**src/edge_macros.svh**
```systemverilog
// Size definitions shared by the memory edge package, its RTL and its testbench
`ifndef EDGE_MACROS_SVH
`define EDGE_MACROS_SVH

// ====================
// Data and address widths
// ====================

// Width of one data line moved by a single memory-port beat
`define LINE_BITS 64

// Width of a line address on both request channels
`define ADDR_BITS 32

// Width of the read request metadata that comes back with the response
`define MDATA_BITS 16

// Metadata bit reserved for page-table walker reads
// Accelerator reads always leave this bit clear
`define RESERVED_MDATA_IDX 15

// ====================
// Write heap sizing
// ====================

// Number of heap slots handed out by the accelerator edge
`define HEAP_ENTRIES 16

// Largest multi-line write, in beats
`define MAX_BEATS 4

`endif
```
**src/edge_pkg.sv**
```systemverilog
// Types and request structs shared by every module of the memory edge; import with edge_pkg::*
`include "edge_macros.svh"

package edge_pkg;

    // Basic widths of the line and request fields
    typedef logic [`LINE_BITS-1:0]  line_t;
    typedef logic [`ADDR_BITS-1:0]  addr_t;
    typedef logic [`MDATA_BITS-1:0] mdata_t;

    // A heap slot covers all beats of one write request
    typedef logic [$clog2(`HEAP_ENTRIES)-1:0] heap_idx_t;
    typedef logic [$clog2(`MAX_BEATS)-1:0]    cl_num_t;

    // Slot and beat number together address one line in the heap RAM
    typedef logic [$bits(heap_idx_t)+$bits(cl_num_t)-1:0] heap_addr_t;

    // Read request toward memory, from either the accelerator or the walker
    typedef struct packed {
        logic   valid;
        addr_t  addr;
        mdata_t mdata;
    } c0_req_t;

    // Read response, steered by the reserved metadata bit
    typedef struct packed {
        logic   valid;
        mdata_t mdata;
        line_t  data;
    } c0_rsp_t;

    // Write request from the accelerator
    // The len field holds the beat count minus one
    typedef struct packed {
        logic      valid;
        addr_t     addr;
        cl_num_t   len;
        heap_idx_t idx;
    } c1_req_t;

    // One write beat on the memory port, with its data taken from the heap
    typedef struct packed {
        logic  valid;
        logic  sop;
        addr_t addr;
        line_t data;
    } c1_tx_t;

    // Write data pushed into the heap ahead of its request
    typedef struct packed {
        logic      en;
        heap_idx_t idx;
        cl_num_t   cl_num;
        line_t     data;
    } heap_wr_t;

endpackage

```
**src/mem_edge.sv**
```systemverilog
// Top level of the memory-side request edge; connects the accelerator and walker to the memory port
`timescale 1ns/1ps

module mem_edge
    import edge_pkg::*;
(
    input  logic      clk,
    input  logic      reset,

    // Accelerator side
    input  c0_req_t   afu_c0_tx,
    output logic      afu_c0_alm_full,
    output c0_rsp_t   afu_c0_rx,
    input  c1_req_t   afu_c1_tx,
    output logic      afu_c1_alm_full,
    input  heap_wr_t  heap_wr,
    output logic      heap_free,
    output heap_idx_t heap_free_idx,

    // Page-table walker side
    input  logic      pt_read_en,
    input  addr_t     pt_read_addr,
    output logic      pt_read_rdy,
    output logic      pt_data_en,
    output line_t     pt_data,

    // Memory port
    output c0_req_t   fiu_c0_tx,
    input  logic      fiu_c0_alm_full,
    input  c0_rsp_t   fiu_c0_rx,
    output c1_tx_t    fiu_c1_tx,
    input  logic      fiu_c1_alm_full
);

    // Heap traffic between the write expander and the heap RAM
    heap_addr_t heap_raddr;
    line_t      heap_rdata;
    logic       free_en;
    heap_idx_t  free_idx;

    // ====================
    // Read channel
    // ====================

    // Walker injection and response steering live together
    read_path u_read_path (
        .clk             (clk),
        .reset           (reset),
        .afu_c0_tx       (afu_c0_tx),
        .fiu_c0_alm_full (fiu_c0_alm_full),
        .fiu_c0_rx       (fiu_c0_rx),
        .pt_read_en      (pt_read_en),
        .pt_read_addr    (pt_read_addr),
        .afu_c0_alm_full (afu_c0_alm_full),
        .fiu_c0_tx       (fiu_c0_tx),
        .afu_c0_rx       (afu_c0_rx),
        .pt_read_rdy     (pt_read_rdy),
        .pt_data_en      (pt_data_en),
        .pt_data         (pt_data)
    );

    // ====================
    // Write channel
    // ====================

    // The expander reads the heap two cycles ahead of each beat and merges the data on output
    write_beat_expand u_write_beat_expand (
        .clk             (clk),
        .reset           (reset),
        .afu_c1_tx       (afu_c1_tx),
        .fiu_c1_alm_full (fiu_c1_alm_full),
        .heap_rdata      (heap_rdata),
        .afu_c1_alm_full (afu_c1_alm_full),
        .heap_raddr      (heap_raddr),
        .free_en         (free_en),
        .free_idx        (free_idx),
        .fiu_c1_tx       (fiu_c1_tx)
    );

    write_heap u_write_heap (
        .clk           (clk),
        .reset         (reset),
        .heap_wr       (heap_wr),
        .raddr         (heap_raddr),
        .free_en       (free_en),
        .free_idx      (free_idx),
        .rdata         (heap_rdata),
        .heap_free     (heap_free),
        .heap_free_idx (heap_free_idx)
    );

endmodule

```
**src/write_beat_expand.sv**
```systemverilog
// Write channel of the memory edge; expands multi-line writes into one memory-port beat per line
`timescale 1ns/1ps

module write_beat_expand
    import edge_pkg::*;
(
    input  logic       clk,
    input  logic       reset,
    input  c1_req_t    afu_c1_tx,
    input  logic       fiu_c1_alm_full,
    input  line_t      heap_rdata,
    output logic       afu_c1_alm_full,
    output heap_addr_t heap_raddr,
    output logic       free_en,
    output heap_idx_t  free_idx,
    output c1_tx_t     fiu_c1_tx
);

    // Beat header carried alongside the heap read latency
    typedef struct packed {
        logic  valid;
        logic  sop;
        addr_t addr;
    } beat_hdr_t;

    // ====================
    // Stage 1
    // ====================

    // Current request and the position within it
    c1_req_t stg1_req;
    cl_num_t stg1_beat_idx;
    cl_num_t stg1_beats_rem;
    logic    stg1_sop;
    logic    stg1_blocked;
    logic    stg1_done;
    logic    accept;

    // The last beat leaves stage 1 on any cycle the port is not back-pressured
    assign stg1_done = (stg1_beats_rem == '0) && !fiu_c1_alm_full;

    // A new request can only follow once the current one is on its last beat
    assign afu_c1_alm_full = fiu_c1_alm_full || (stg1_req.valid && (stg1_beats_rem != '0));
    assign accept = afu_c1_tx.valid && !afu_c1_alm_full;

    // Release the heap slot as the last beat moves on
    assign free_en = stg1_done && stg1_req.valid;
    assign free_idx = stg1_req.idx;

    // Heap line of the beat now in stage 1
    assign heap_raddr = {stg1_req.idx, stg1_beat_idx};

    always_ff @(posedge clk)
    begin
        // Registered so that stage 2 sees a held beat only once
        stg1_blocked <= fiu_c1_alm_full;

        if (!fiu_c1_alm_full)
        begin
            if (accept)
            begin
                stg1_req <= afu_c1_tx;
                stg1_sop <= 1'b1;
                stg1_beat_idx <= '0;
                stg1_beats_rem <= afu_c1_tx.len;
            end
            else if (stg1_done)
            begin
                // Pipeline moves on with nothing new to take
                stg1_req.valid <= 1'b0;
            end
            else if (stg1_req.valid)
            begin
                // Step to the next beat of a multi-line write
                stg1_sop <= 1'b0;
                stg1_beat_idx <= stg1_beat_idx + 1'b1;
                stg1_beats_rem <= stg1_beats_rem - 1'b1;
            end
        end

        if (reset)
        begin
            stg1_req.valid <= 1'b0;
            stg1_sop <= 1'b0;
            stg1_beat_idx <= '0;
            stg1_beats_rem <= '0;
            stg1_blocked <= 1'b0;
        end
    end

    // ====================
    // Stages 2 and 3
    // ====================

    beat_hdr_t stg2_hdr;
    beat_hdr_t stg3_hdr;

    always_ff @(posedge clk)
    begin
        // A beat held in stage 1 produces an empty slot here after its first pass
        stg2_hdr.valid <= stg1_req.valid && !stg1_blocked;
        stg2_hdr.sop <= stg1_sop;
        // Low address bits of a line-aligned request select the beat
        stg2_hdr.addr <= stg1_req.addr | addr_t'(stg1_beat_idx);

        // One more stage to line up with the heap output register
        stg3_hdr <= stg2_hdr;

        if (reset)
        begin
            stg2_hdr.valid <= 1'b0;
            stg3_hdr.valid <= 1'b0;
        end
    end

    // Merge the header with its heap data on the way out
    assign fiu_c1_tx.valid = stg3_hdr.valid;
    assign fiu_c1_tx.sop = stg3_hdr.sop;
    assign fiu_c1_tx.addr = stg3_hdr.addr;
    assign fiu_c1_tx.data = heap_rdata;

endmodule

```
**src/write_heap.sv**
```systemverilog
// Write data heap of the memory edge; stores lines by slot and beat and reports freed slots
`timescale 1ns/1ps
`include "edge_macros.svh"

module write_heap
    import edge_pkg::*;
(
    input  logic       clk,
    input  logic       reset,
    input  heap_wr_t   heap_wr,
    input  heap_addr_t raddr,
    input  logic       free_en,
    input  heap_idx_t  free_idx,
    output line_t      rdata,
    output logic       heap_free,
    output heap_idx_t  heap_free_idx
);

    // One line per beat of every slot
    line_t heap_ram [0:`HEAP_ENTRIES*`MAX_BEATS-1];

    // ====================
    // Write port
    // ====================

    // The incoming write is registered before it reaches the RAM
    logic       wen;
    heap_addr_t waddr;
    line_t      wdata;

    always_ff @(posedge clk)
    begin
        wen <= heap_wr.en;
        waddr <= {heap_wr.idx, heap_wr.cl_num};
        wdata <= heap_wr.data;

        if (reset)
        begin
            wen <= 1'b0;
        end
    end

    always_ff @(posedge clk)
    begin
        if (wen)
        begin
            heap_ram[waddr] <= wdata;
        end
    end

    // ====================
    // Read port
    // ====================

    // Address register, then output register
    // Data lands two cycles after the address is presented
    heap_addr_t raddr_q;
    line_t      rdata_q;

    always_ff @(posedge clk)
    begin
        raddr_q <= raddr;
        rdata_q <= heap_ram[raddr_q];
    end

    assign rdata = rdata_q;

    // Freed slot goes back to the accelerator edge one cycle after the last beat
    always_ff @(posedge clk)
    begin
        heap_free <= free_en;
        heap_free_idx <= free_idx;

        if (reset)
        begin
            heap_free <= 1'b0;
        end
    end

endmodule

```
**src/read_path.sv**
```systemverilog
// Read channel of the memory edge; injects walker reads and steers read responses by metadata
`timescale 1ns/1ps
`include "edge_macros.svh"

module read_path
    import edge_pkg::*;
(
    input  logic    clk,
    input  logic    reset,
    input  c0_req_t afu_c0_tx,
    input  logic    fiu_c0_alm_full,
    input  c0_rsp_t fiu_c0_rx,
    input  logic    pt_read_en,
    input  addr_t   pt_read_addr,
    output logic    afu_c0_alm_full,
    output c0_req_t fiu_c0_tx,
    output c0_rsp_t afu_c0_rx,
    output logic    pt_read_rdy,
    output logic    pt_data_en,
    output line_t   pt_data
);

    // ====================
    // Walker request tracking
    // ====================

    // Only one walker read is outstanding at a time
    logic    pt_pending;
    logic    pt_emit;
    addr_t   pt_addr;
    c0_req_t pt_req;

    // The walker read goes out on the first cycle the memory port can take it
    assign pt_emit = pt_pending && !fiu_c0_alm_full;

    always_ff @(posedge clk)
    begin
        if (reset)
        begin
            pt_pending <= 1'b0;
        end
        else
        begin
            // An emit clears the flag and a new request sets it, possibly both at once
            pt_pending <= (pt_pending ^ pt_emit) || pt_read_en;
        end

        // Address is payload and is only captured with the request
        if (pt_read_en)
        begin
            pt_addr <= pt_read_addr;
        end
    end

    // The walker may ask again once its read has left
    assign pt_read_rdy = !pt_pending;

    // Hold the accelerator off while a walker read waits for its slot
    assign afu_c0_alm_full = pt_pending || fiu_c0_alm_full;

    // ====================
    // Request arbitration
    // ====================

    always_comb
    begin
        // Walker reads carry only the reserved tag in their metadata
        pt_req.valid = 1'b1;
        pt_req.addr = pt_addr;
        pt_req.mdata = '0;
        pt_req.mdata[`RESERVED_MDATA_IDX] = 1'b1;

        // The walker wins; accelerator reads are held off by alm_full in that cycle
        if (pt_emit)
        begin
            fiu_c0_tx = pt_req;
        end
        else
        begin
            fiu_c0_tx = afu_c0_tx;
        end
    end

    // ====================
    // Response steering
    // ====================

    logic is_pt_rsp;

    // The reserved bit is never set on accelerator reads, so it marks walker data
    assign is_pt_rsp = fiu_c0_rx.mdata[`RESERVED_MDATA_IDX];

    assign pt_data_en = fiu_c0_rx.valid && is_pt_rsp;
    assign pt_data = fiu_c0_rx.data;

    always_comb
    begin
        afu_c0_rx = fiu_c0_rx;
        // Walker responses never reach the accelerator
        afu_c0_rx.valid = fiu_c0_rx.valid && !is_pt_rsp;
    end

endmodule

```
**config.mk**
```make
export PLATFORM = sky130hd
export DESIGN_NAME = mem_edge
export DESIGN_NICKNAME = d
export VERILOG_FILES = /design/src/edge_pkg.sv /design/src/mem_edge.sv /design/src/write_beat_expand.sv /design/src/write_heap.sv /design/src/read_path.sv
export VERILOG_INCLUDE_DIRS = /design/src
export SDC_FILE = /design/constraint.sdc
export NUM_CORES = 2
export LEC_CHECK = 0
export CORE_UTILIZATION = 40
export DETAILED_ROUTE_END_ITERATION = 10
export DONT_BUFFER_PORTS = 1
export PLACE_DENSITY = 0.55
export SETUP_SLACK_MARGIN = 0.5
export SLEW_MARGIN = 30
export SYNTH_ARGS = -nofsm -noshare
export SYNTH_HDL_FRONTEND = slang
export SYNTH_HIERARCHICAL = 1
export SYNTH_SLANG_ARGS = --single-unit
```
**constraint.sdc**
```tcl
create_clock -name clk -period 12.8 [get_ports clk]
set_input_delay 0.64 -clock clk [delete_from_list [all_inputs] [get_ports clk]]
set_output_delay 0.64 -clock clk [all_outputs]
set_load 0.1 [all_outputs]
```
==> flow_metrics.env <==
export IMPL_cts_sinks=4386
export IMPL_synth_xor_area_share_pct=0
export IMPL_num_vias=77624
export IMPL_ir_drop_uv=138
export IMPL_antenna_violating_nets_post_route=0
export IMPL_routed_top_layer="met5"
export IMPL_max_cap_viol_count=0
export IMPL_insertion_delay_ps=990
export IMPL_first_global_vias=79484
export IMPL_rsz0062_at_grt="false"
export IMPL_grt_remaining_overflow=0
export IMPL_synthArstFlopShare_pct=0
export IMPL_leakagePower_nw=56.4
export IMPL_ys_types=46
export IMPL_endpoint_kind="flip-flop"
export IMPL_crit_required_ps=13670
export IMPL_synthCells=7071
export IMPL_crit_type="flip-flop to flip-flop"
export IMPL_path_buf_inv=3
export IMPL_critPathLaunchType="flip-flop"
export IMPL_route_met3_wl_mm=38.4
export IMPL_slew_headroom_pct=29.6
export IMPL_synth_edf_count=4164
export IMPL_fin_nets=7581
export IMPL_hp_start="afu_c1_tx[38]"
export IMPL_drtIter0Drc=9794
export IMPL_hold_ws_ps=130
export IMPL_synth_area_leaders="edfxtp_1 (76%), mux4_2 (14%), dfxtp_1 (2.7%)"
export IMPL_wl_per_cell_um=35.4
export IMPL_min_path_type="primary input to flip-flop"
export IMPL_wl_met1_mm=188
export IMPL_cpLargestDelayFamily="buffers and inverters"
export IMPL_die_w_um=642
export IMPL_yosysSeqAreaShare_pct=79.0
export IMPL_grt_pass1_wl_mm=640
export IMPL_avgViaCountPerCell=5.91
export IMPL_dpl_instance_area_mm2=0.170
export IMPL_cts_tree="done"
export IMPL_firstDrtPassIters=5
export IMPL_htree_num_levels=5
export IMPL_dp_hpwl_mm=246
export IMPL_ys_ff_latch=4386
export IMPL_drive_above_1_share_pct=28.0
export IMPL_dieHeight_um=642
export IMPL_rows=234
export IMPL_synthFlopType="edfxtp_1"
export IMPL_clock_tree_root_cell="clkbuf_16"
export IMPL_initial_core_util_pct=40.3
export IMPL_synth_top_family_by_area="multiplexers"
export IMPL_path_clk_slew_ps=60
export IMPL_drc=0
export IMPL_period_needed_ps=4950
export IMPL_arrival_ps=5830
export IMPL_crit_path_frequent_cell="buf_4"
export IMPL_whs_path_depth=3
export IMPL_grt_antenna_before_repair=34
export IMPL_synthSimpleGateAreaFrac_pct=1.10
export IMPL_finalWirelength_mm=465
export IMPL_fmax_ghz=0.202
export IMPL_status="complete, no violations"
export IMPL_crit_fanout=123
export IMPL_dp_cells=12133
export IMPL_synthAdderAreaFrac_pct=0.00764
export IMPL_cts_buffer_depth=4
export IMPL_gp_congestion=0.785
export IMPL_holdPathEnd="u_write_beat_expand/stg1_beats_rem[1]$_SDFFE_PP0P_"
export IMPL_r2r_slack_ps=7850
export IMPL_syn_to_final_growth_pct=13.8
export IMPL_ys_warnings_count=6
export IMPL_critPathSlowestCell="dfxtp_4"
export IMPL_io_pins=578
export IMPL_worst_pin_slew_ps=1030
export IMPL_clock_skew_ps=81.3
export IMPL_drv_slew=0
export IMPL_wl_met2_mm=225
export IMPL_synth_area_mux_share_pct=15.2
export IMPL_total_power_mw=30.0
export IMPL_syn_nets=7349
export IMPL_design_area_mm2=0.186
export IMPL_hold_viol=0
export IMPL_grt_start_max_net_pins=126
export IMPL_max_stage_delay_ps=860
export IMPL_syn_area_mm2=0.164
export IMPL_timing_final_crit_share_pct=38.7
export IMPL_power_density_mw_per_mm2=161
export IMPL_synth_top_cell_area_share_pct=76.3
export IMPL_grt_usage_pct=22.1
export IMPL_core_area_mm2=0.407
export IMPL_synth_compound_area_share_pct=2.46
export IMPL_portBuffers=0
export IMPL_numCtsBuffers=444
export IMPL_setup_viol=0
export IMPL_path_cells="buf_12, buf_4, buf_4, mux4_2, mux2i_1, a2111oi_0, o22ai_1, a31oi_1"
export IMPL_fin_setup_tns_ps=0
export IMPL_die_area_mm2=0.412
export IMPL_stdcell_count=13130
export IMPL_ff2ff_path_depth=8
export IMPL_r2r_end="u_write_heap/rdata[26]$_DFF_P_"
export IMPL_r2r_start="u_write_heap/raddr_q[1]$_DFF_P_"
export IMPL_avgSynthCellArea_um2=23.2
export IMPL_cts_repair_resized=0
export IMPL_synth_area_leader_cell="edfxtp_1"
-- sequential cells by signal, indices dropped and copies added (netlist names), 2 cells and up --
| register | cells |
|---|---|
| u_write_beat_expand/stg2_hdr | 34 |
| u_write_beat_expand/stg1_beats_rem | 2 |
| u_write_beat_expand/fiu_c1_tx | 34 |
| u_read_path/pt_addr | 32 |
| u_write_heap/rdata | 64 |
| u_write_heap/raddr_q | 6 |
| u_write_heap/waddr | 6 |
| u_write_beat_expand/free_idx | 4 |
| u_write_beat_expand/stg1_beat_idx | 2 |
| u_write_heap/heap_free_idx | 4 |
| u_write_heap/wdata | 64 |
| u_write_beat_expand/stg1_req | 33 |
| u_write_heap/heap_ram | 4096 |
-- worst max-delay path by stage --
stage | from | end | slack, ps | cells past startpoint
after CTS | u_write_heap/raddr_q[0]$_DFF_P_ | u_write_heap/rdata[28]$_DFF_P_ | 7800 | 7
after global placement | u_write_heap/raddr_q[0]$_DFF_P_ | u_write_heap/rdata[28]$_DFF_P_ | 7860 | 7
after floorplan | u_write_heap/waddr[3]$_DFF_P_ | u_write_heap/heap_ram[48][0]$_DFFE_PP_ | 7110 | 4
after detailed placement | u_write_heap/raddr_q[0]$_DFF_P_ | u_write_heap/rdata[28]$_DFF_P_ | 7800 | 7
final | u_write_heap/raddr_q[1]$_DFF_P_ | u_write_heap/rdata[26]$_DFF_P_ | 7850 | 8
after global routing | u_write_heap/raddr_q[0]$_DFF_P_ | u_write_heap/rdata[28]$_DFF_P_ | 7560 | 8
-- worst min-delay path, stage by stage --
cell,delay [ps]
nor2b_1,110
mux2i_1,130
o221a_2,190
-- power by group --
| group | switching [mW] | internal (mW) | leakage [nW] |
|---|---|---|---|
| Sequential | 0.399 | 15.8 | 39.4 |
| Combinational | 0.470 | 0.230 | 9.84 |
| Clock | 5.52 | 7.56 | 7.22 |
| Total | 6.39 | 23.6 | 56.4 |
-- per-stage QoR --
| stage | util (%) | worst slack (ps) |
|---|---|---|
| 2_1_floorplan | - | 7110 |
| 3_3_place_gp | 41.6 | 7860 |
| 3_5_place_dp | 41.7 | 7800 |
| 4_1_cts | 45.7 | 7800 |
| 5_1_grt | 45.8 | 7560 |
| 6_report | 45.8 | 7850 |
-- placed cells by master (no fill, tap or decap), drive strengths merged, types with 3 or more instances in the layout --
| cell type | instances |
|---|---|
| nor2 | 90 |
| inv | 25 |
| edfxtp | 4164 |
| clkinvlp | 16 |
| a2111oi | 18 |
| o22ai | 104 |
| bufinv | 37 |
| nor3 | 3 |
| mux2 | 34 |
| nand3 | 97 |
| mux2i | 127 |
| diode | 7 |
| o221ai | 68 |
| a211oi | 21 |
| mux4 | 1024 |
| dlygate4sd3 | 146 |
| nor2b | 56 |
| o211a | 24 |
| clkbuf | 616 |
| and3 | 22 |
| or2 | 5 |
| a22oi | 256 |
| a31oi | 18 |
| and2 | 19 |
| nand2b | 14 |
| clkinv | 151 |
| buf | 236 |
| a21oi | 28 |
| nand2 | 33 |
| dfxtp | 222 |
-- synthesized netlist by cell type, types with 2 or more instances --
cell and number:
nand4_1 2, buf_1 13, mux2_2 2, and2_1 19, nand3_1 97, a211oi_1 21
and3_1 22, nand2b_1 13, o221ai_1 68, buf_4 276, o22ai_1 104, o21ai_0 2
nor2_1 90, edfxtp_1 4164, or3_1 2, mux2i_1 127, dfxtp_1 222, mux2_4 32
a21oi_1 28, a22oi_1 256, buf_2 126, nand3b_1 2, nand2_1 33, nor3_1 3
clkbuf_1 152, mux4_2 1024, a31oi_1 18, nor2b_1 56, o211a_1 24, or2b_1 2
inv_1 7, or2_2 5, a2111oi_0 18, buf_6 29
-- routing by layer --
| layer | vias to the layer above | track usage (%) |
|---|---|---|
| li1 | 30403 | - |
| met1 | 42813 | 30.7 |
| met2 | 3741 | 36.2 |
| met3 | 663 | 3.98 |
| met4 | 4 | 5.94 |
| met5 | - | 0.0347 |
-- final cells by class --
type / count / area (um^2)
diodes: 7 / 17.5
repair buffers: 382 / 3790
multi-input cells: 2082 / 31300
clock buffers: 616 / 12500
fillers: 33538 / 221000
inverters: 7 / 26.3
well taps: 5428 / 6790
clock inverters: 222 / 2300
flip-flops and latches: 4386 / 130000
-- kinds of logic after synthesis --
group | after synthesis
flops | 4386
mux | 1185
buf+inv | 603
compound gates | 544
simple gates | 352
fa+ha+maj | 1
-- timing repair --
| item | in CTS | in global routing |
|---|---|---|
| setup endpoints to repair | 0 | 0 |
| setup buffers | 0 | 0 |
| hold buffers | 147 | 0 |
| hold endpoints to repair | 182 | 0 |
Note: power is estimated with default switching activity, not from simulation.
